<file path="config.mk">
export PLATFORM = sky130hd
export DESIGN_NAME = bist_top
export DESIGN_NICKNAME = d
export VERILOG_FILES = /design/src/common/bist_pkg.sv /design/src/bist/bist_sequencer.sv /design/src/bist/pattern_lfsr.sv /design/src/bist/signature_misr.sv /design/src/bist_top.sv /design/src/shift_add_multiplier.sv
export SDC_FILE = /design/constraint.sdc
export NUM_CORES = 1
export LEC_CHECK = 0
export ABC_AREA = 0
export BUFFER_PORTS_ARGS = -buffer_cell sky130_fd_sc_hd__buf_2
export CORE_AREA = 2 2 125 127
export CTS_CLUSTER_SIZE = 20
export DETAILED_ROUTE_END_ITERATION = 8
export DIE_AREA = 0 0 127 129
export HOLD_SLACK_MARGIN = 0.02
export PLACE_DENSITY = 0.75
export SETUP_SLACK_MARGIN = 0.05
export SLEW_MARGIN = 15
export SYNTH_ARGS = -nofsm -noshare
export SYNTH_HDL_FRONTEND = slang
export SYNTH_SLANG_ARGS = --single-unit
export TNS_END_PERCENT = 30
</file>
<file path="constraint.sdc">
create_clock -name clk -period 2.55 [get_ports clk]
set_input_delay 0.765 -clock clk [delete_from_list [all_inputs] [get_ports clk]]
set_output_delay 0.765 -clock clk [all_outputs]
set_load 0.02 [all_outputs]
</file>
<file path="src/common/bist_pkg.sv">
// widths, feedback polynomial and pattern count for the multiplier BIST
// sequencer state type and the shared galois step
`default_nettype none

package bist_pkg;

    localparam int data_width = 32;
    localparam int operand_width = 16;
    localparam int num_patterns = 8;
    localparam int count_width = $clog2(num_patterns);
    localparam int step_width = $clog2(operand_width + 1);

    // x^32 + x^22 + x^2 + x + 1, right shifting form
    localparam logic [data_width-1:0] lfsr_taps = 32'h8020_0003;

    typedef enum logic [1:0] {
        state_idle,
        state_gen_val,
        state_send_val
    } seq_state_t;

    // one right shift, fold the dropped bit back through the taps
    function automatic logic [data_width-1:0] galois_step(input logic [data_width-1:0] value);
        logic [data_width-1:0] shifted;
        shifted = value >> 1;
        if (value[0]) begin
            shifted = shifted ^ lfsr_taps;
        end
        return shifted;
    endfunction

endpackage

`default_nettype wire

</file>
<file path="src/bist/bist_sequencer.sv">
// BIST sequencer FSM
// start and pattern handshakes, pattern counter, done pulse
`timescale 1ns/1ns
`default_nettype none

module bist_sequencer (
    input  wire  clk,
    input  wire  reset,
    input  wire  req_val,
    input  wire  pat_rdy,
    input  wire  res_val,
    output logic req_rdy,
    output logic pat_val,
    output logic start,
    output logic advance,
    output logic done
);
    import bist_pkg::*;

    seq_state_t state;
    seq_state_t next_state;
    logic [count_width-1:0] pat_count;
    logic last_result;

    assign req_rdy = (state == state_idle);

    // first pattern waits one cycle for the seed load
    assign pat_val = (state == state_gen_val) && !start;
    assign advance = pat_val && pat_rdy;

    assign last_result = (state == state_send_val) && res_val &&
                         (pat_count == count_width'(num_patterns - 1));

    always_comb begin
        next_state = state;
        case (state)
            state_idle: begin
                if (req_val) begin
                    next_state = state_gen_val;
                end
            end
            state_gen_val: begin
                if (advance) begin
                    next_state = state_send_val;
                end
            end
            state_send_val: begin
                if (last_result) begin
                    next_state = state_idle;
                end
                else if (res_val) begin
                    next_state = state_gen_val;
                end
            end
            default: begin
                next_state = state_idle;
            end
        endcase
    end

    always_ff @(posedge clk) begin
        if (reset) begin
            state <= state_idle;
            start <= 1'b0;
            done  <= 1'b0;
        end
        else begin
            state <= next_state;
            start <= req_val && req_rdy;
            done  <= last_result;
        end
    end

    // wraps back to zero on the eighth result
    always_ff @(posedge clk) begin
        if (reset || start) begin
            pat_count <= '0;
        end
        else if (res_val) begin
            pat_count <= pat_count + 1'b1;
        end
    end

    // a result outside send_val would be miscounted
    result_in_send_val: assert property (
        @(posedge clk) disable iff (reset)
        res_val |-> state == state_send_val
    );

    done_single_cycle: assert property (
        @(posedge clk) disable iff (reset)
        done |=> !done
    );

endmodule

`default_nettype wire

</file>
<file path="src/bist/pattern_lfsr.sv">
// galois LFSR pattern source
`timescale 1ns/1ns
`default_nettype none

module pattern_lfsr (
    input  wire                            clk,
    input  wire                            reset,
    input  wire                            start,
    input  wire [bist_pkg::data_width-1:0] seed,
    input  wire                            advance,
    output logic [bist_pkg::data_width-1:0] pattern
);
    import bist_pkg::*;

    // a zero seed never leaves zero
    always_ff @(posedge clk) begin
        if (reset) begin
            pattern <= '0;
        end
        else if (start) begin
            pattern <= seed;
        end
        else if (advance) begin
            pattern <= galois_step(pattern);
        end
    end

    // seed load and step in the same cycle would drop the first pattern
    start_advance_exclusive: assert property (
        @(posedge clk) disable iff (reset)
        !(start && advance)
    );

endmodule

`default_nettype wire

</file>
<file path="src/bist/signature_misr.sv">
// multiple-input signature register for the multiplier results
`timescale 1ns/1ns
`default_nettype none

module signature_misr (
    input  wire                             clk,
    input  wire                             reset,
    input  wire                             start,
    input  wire                             res_val,
    input  wire  [bist_pkg::data_width-1:0] product,
    output logic [bist_pkg::data_width-1:0] signature
);
    import bist_pkg::*;

    always_ff @(posedge clk) begin
        if (reset || start) begin
            signature <= '0;
        end
        else if (res_val) begin
            // step first, then fold in the new result
            signature <= galois_step(signature) ^ product;
        end
    end

    // results only arrive after a run has started
    no_result_on_start: assert property (
        @(posedge clk) disable iff (reset)
        start |-> !res_val
    );

endmodule

`default_nettype wire

</file>
<file path="src/bist_top.sv">
// BIST top level
// sequencer, pattern LFSR, multiplier under test and MISR
`timescale 1ns/1ns
`default_nettype none

module bist_top (
    input  wire                             clk,
    input  wire                             reset,
    input  wire                             req_val,
    input  wire  [bist_pkg::data_width-1:0] seed,
    output logic                            req_rdy,
    output logic                            done,
    output logic [bist_pkg::data_width-1:0] signature
);
    import bist_pkg::*;

    logic pat_val;
    logic pat_rdy;
    logic res_val;
    logic start;
    logic advance;
    logic [data_width-1:0] pattern;
    logic [data_width-1:0] product;

    bist_sequencer u_sequencer (
        .clk     (clk),
        .reset   (reset),
        .req_val (req_val),
        .pat_rdy (pat_rdy),
        .res_val (res_val),
        .req_rdy (req_rdy),
        .pat_val (pat_val),
        .start   (start),
        .advance (advance),
        .done    (done)
    );

    pattern_lfsr u_lfsr (
        .clk     (clk),
        .reset   (reset),
        .start   (start),
        .seed    (seed),
        .advance (advance),
        .pattern (pattern)
    );

    // circuit under test
    shift_add_multiplier u_multiplier (
        .clk     (clk),
        .reset   (reset),
        .pat_val (pat_val),
        .pattern (pattern),
        .pat_rdy (pat_rdy),
        .res_val (res_val),
        .product (product)
    );

    signature_misr u_misr (
        .clk       (clk),
        .reset     (reset),
        .start     (start),
        .res_val   (res_val),
        .product   (product),
        .signature (signature)
    );

endmodule

`default_nettype wire

</file>
<file path="src/shift_add_multiplier.sv">
// iterative 16x16 unsigned shift-add multiplier
`timescale 1ns/1ns
`default_nettype none

module shift_add_multiplier (
    input  wire                             clk,
    input  wire                             reset,
    input  wire                             pat_val,
    input  wire  [bist_pkg::data_width-1:0] pattern,
    output logic                            pat_rdy,
    output logic                            res_val,
    output logic [bist_pkg::data_width-1:0] product
);
    import bist_pkg::*;

    logic busy;
    logic take;
    logic [step_width-1:0] step_count;
    logic [data_width-1:0] mcand;
    logic [operand_width-1:0] mplier;
    logic [data_width-1:0] acc;

    assign pat_rdy = !busy;
    assign take = pat_val && pat_rdy;
    assign product = acc;

    always_ff @(posedge clk) begin
        if (reset) begin
            busy       <= 1'b0;
            step_count <= '0;
            res_val    <= 1'b0;
        end
        else begin
            res_val <= busy && (step_count == step_width'(1));
            if (take) begin
                busy       <= 1'b1;
                step_count <= step_width'(operand_width);
            end
            else if (res_val) begin
                busy <= 1'b0;
            end
            else if (step_count != '0) begin
                step_count <= step_count - 1'b1;
            end
        end
    end

    // upper half is operand a
    always_ff @(posedge clk) begin
        if (take) begin
            mcand  <= {{(data_width - operand_width){1'b0}},
                       pattern[data_width-1:operand_width]};
            mplier <= pattern[operand_width-1:0];
            acc    <= '0;
        end
        else if (step_count != '0) begin
            if (mplier[0]) begin
                acc <= acc + mcand;
            end
            mcand  <= mcand << 1;
            mplier <= mplier >> 1;
        end
    end

    res_val_at_finish: assert property (
        @(posedge clk) disable iff (reset)
        res_val |-> busy && step_count == '0
    );

endmodule

`default_nettype wire

</file>
==> results.tsv <==
stage	metric	value	unit
sta	fmax	376.9	MHz
synthesis	async_flop_share	0	%
cts	clk_pin_slew_worst_paths	0.06	ns
die	coreArea	0.01498	mm2
sta	fin_worst_skew	0.01251	ns
worst_setup_path	endpoint_kind	register	
sta	worstMarginPinSlew	0.9083	ns
detailed_routing	viasPerCell	5.640	
synthesis	synth_edf_count	32	
cts	ctsHtreeMaxLevel	4	
detailed_routing	postRouteAntennaNets	0	
global_routing	grt_pass1_vias	6195	
sta	fin_ws	-0.1032	ns
detailed_routing	vias	6841	
synthesis	synth_cell_types	70	
outcome	violations	setup timing	
synthesis	synth_adder_area_share	5.774	%
cts	cts_hold_buf	0	
synthesis	syn_inst	928	
worst_setup_path	crit_type	register to register	
min_path	whs_path_depth	2	
power	power.internal	6.984	mW
synthesis	synth_area	0.007931	mm2
sta	maxSlewHeadroom	39.45	%
min_path	hp-class	register to register	
cts	clock_sinks	158	
min_path	min_from	u_lfsr.pattern[15]	
sta	hold_viol_final	0	
die	die_w	127	um
die	die_area	0.01638	mm2
power	seqPwrFrac	34.3	%
synthesis	synth_top_area_share	31.80	%
job	max-cap-violations	0	
worst_setup_path	critPathSlowestCell	edfxtp_1	
synthesis	muxShareOfSynthArea	0.8992	%
cts	clock_path_buffers	2	
synthesis	synthSimpleGateAreaFrac	20.30	%
die	io_pins	69	
synthesis	syn_nets	999	
finish	nNetsFinal	1083	
worst_setup_path	critPathMaxFanout	3	
synthesis	ys.warnings.count	0	
detailed_routing	drc_errors	0	
cts	cts_root_buf	clkbuf_16	
sta	slew_viol_final	0	
outcome	status	finished with violations	
detailed_routing	dr.first_iter.drc_count	454	
worst_setup_path	worstSetupStartpointType	register	
die	initial_core_util	52.96	%
sta	rsz0062_at_grt	yes	
synthesis	synth_xor_area_share	6.626	%
worst_setup_path	r2r-end	u_multiplier.product[24]	
worst_setup_path	slowest_delay	0.45	ns
global_routing	grt_use_total	23.54	%
worst_setup_path	r2r_slack	-0.10	ns
finish	area_delta_synth_final	18.50	%
placement	portBuffers	68	
finish	diodes	0	
global_routing	grt_pass1_wl	30770	um
detailed_routing	drt-total-wl	18730	um
synthesis	yosysSeqAreaShare	43.92	%
power	pwr-share-clk	22.1	%
power	p_sw	4.518	mW
power	pwr-share-comb	43.6	%
worst_setup_path	required	2.92	ns
worst_setup_path	path_buf_inv	1	
placement	dp_hpwl	12700	um
synthesis	synth-seq-cells	158	
worst_setup_path	timing.critical_path.arrival	3.02	ns
die	rows	45	
synthesis	synth_top_cell_by_area	dfxtp_1	
die	die_h	129	um
placement	place.gp.congestion	0.9785	
worst_setup_path	worst_r2r_path_depth	10	
sta	hold_slack	0.4532	ns
global_routing	overflow	0	
global_routing	antenna_found_initial	0	
cts	cts_inserted_buffers	17	
min_path	min_to	u_lfsr.pattern[15]	
synthesis	syn_area_per_cell	8.547	um2
sta	setup_viol	4	
synthesis	synth.area.top_cells	dfxtp_1 32%, edfxtp_1 12%, nand2_1 11%, xnor2_1 5.7%, ha_1 5.5%	
finish	drive_gt1_share	18.93	%
cts	insertion_delay	0.44	ns
power	p_per_area	1224	mW/mm2
global_routing	grt_max_degree	48	
sta	tns	-0.2038	ns
worst_setup_path	path_cells	ha_4, inv_1, or3_4, a21o_1, a21oi_2, o21ai_2, o211ai_2, a41oi_2, or4_1, nand3_1	
power	p_sw_share	39.28	%
power	p_leak	3.912	nW
synthesis	synth_top_family_by_area	simple AND/OR/NAND/NOR gates	
detailed_routing	first_pass_iters	5	
worst_setup_path	crit-reg2reg-launch	u_multiplier.mcand[6]	
detailed_routing	wl_per_cell	15.44	um
synthesis	ys_top_cells_by_count	236 x nand2_1, 126 x dfxtp_1, 78 x a21oi_1	
power	power	11.50	mW
synthesis	ys.flop_type	dfxtp_1	
sta	fin_crit	2.653	ns
sta	finalCritPeriodShare	104.0	%
worst_setup_path	cp_top_family	simple AND/OR/NAND/NOR gates	
synthesis	synth_compound_gate_area_share	18.06	%
power	vdd_ir_drop_max	0.6521	mV
cts	cts_tree	built	
synthesis	synthMostInstantiatedCell	nand2_1	
-- state kept, by name, summed over array words and instances, names as in the netlist --
name,flops
u_multiplier.product,32
u_sequencer.done,1
u_multiplier.mcand,32
u_misr.signature,32
u_sequencer.pat_count,3
u_multiplier.busy,1
u_multiplier.res_val,1
u_lfsr.pattern,32
u_multiplier.mplier,16
u_sequencer.state,2
u_sequencer.start,1
u_multiplier.step_count,5
-- cell type report --
class                           count  area (um2)
Fill cell                        1254        5578
Multi-Input combinational cell    702        4264
Tap cell                          188       235.2
Timing Repair Buffer              124       785.8
Clock inverter                     13       141.4
Inverter                            9       33.78
Sequential cell                   158        3485
Clock buffer                       19       454.2
-- worst max-delay path by stage --
stage,from,to,slack [ns],cells after the start
2_1_floorplan,u_multiplier.mcand[10],u_multiplier.product[22],0.10,11
3_3_place_gp,u_multiplier.mcand[3],u_multiplier.product[31],0.03,12
3_5_place_dp,u_multiplier.mcand[3],u_multiplier.product[31],-0.04,12
4_1_cts,u_multiplier.mcand[6],u_multiplier.product[24],-0.04,10
5_1_grt,u_multiplier.mcand[3],u_multiplier.product[31],-0.18,12
6_report,u_multiplier.mcand[6],u_multiplier.product[24],-0.10,10
-- kinds of logic after synthesis --
group                    Yosys count
XOR/XNOR                          60
AND/OR/NAND/NOR                  377
flip-flops                       158
multiplexers                       7
buffers and inverters             68
adder cells (fa/ha/maj)           36
AO/OA/AOI/OAI                    222
-- worst reg2reg max path, cell delays in order, from the launching register on --
cell and delay, ns:
edfxtp_1 0.45, ha_4 0.32, inv_1 0.07, or3_4 0.39, a21o_1 0.19, a21oi_2 0.14, o21ai_2 0.10, o211ai_2 0.26
a41oi_2 0.17, or4_1 0.42, nand3_1 0.08
-- layer usage --
metal  vias up  global-route usage, %  wire length, um
met5         -                      0                0
met4         0                  7.757              325
met3        38                  5.031             1312
met2       239                  36.69             8227
met1      3141                  32.83             8860
li1       3423                      -                -
-- repair_timing --
action / 4_1_cts / 5_1_grt
endpoints found under the setup margin: 13 / 17
gates resized for setup: 9 / 16
pin swaps: 3 / 12
hold endpoints to repair: 0 / 0
buffers inserted: 0 / 5
-- power by group through the flow --
stage	clock [mW]	combinational (mW)	sequential, mW
after floorplan	0	3.47	3.79
after global placement	0	4.51	3.91
after global routing	2.69	5.56	4.02
final	2.54	5.01	3.95
after CTS	2.57	4.72	3.91
after detailed placement	0	4.57	3.93
-- through the flow --
stage / setup slack [ns] / util [%] / cell area, um2 / std cells
finish: -0.1032 / 62.76 / 9399 / 1213
global placement: 0.02707 / 57.53 / 8616 / 1177
CTS: -0.03579 / 61.98 / 9283 / 1209
detailed placement: -0.04137 / 57.53 / 8616 / 1177
global route: -0.1754 / 62.76 / 9399 / 1213
floorplan: 0.1036 / - / 7931 / 928
-- placed cells by master, fill, tap and decap left out, types with 3 or more instances in the layout --
cell	n
a211oi_1	35
a21o_1	23
a21oi_1	74
a21oi_2	5
a22o_1	3
a31oi_1	35
and2_1	5
and3_1	3
and4_1	3
buf_2	68
buf_4	54
clkbuf_16	18
clkinv_4	4
dfxtp_1	125
edfxtp_1	32
ha_1	28
ha_4	7
inv_1	9
inv_6	4
inv_8	3
mux2i_1	6
nand2_1	235
nand2b_1	3
nand3_1	13
nand4_1	6
nor2_1	65
nor2b_1	5
nor3_1	13
o21ai_0	10
o21ai_1	5
o21ai_2	3
or3_1	5
xnor2_1	52
xor2_1	8
Note: power is estimated with default switching activity, not from simulation.
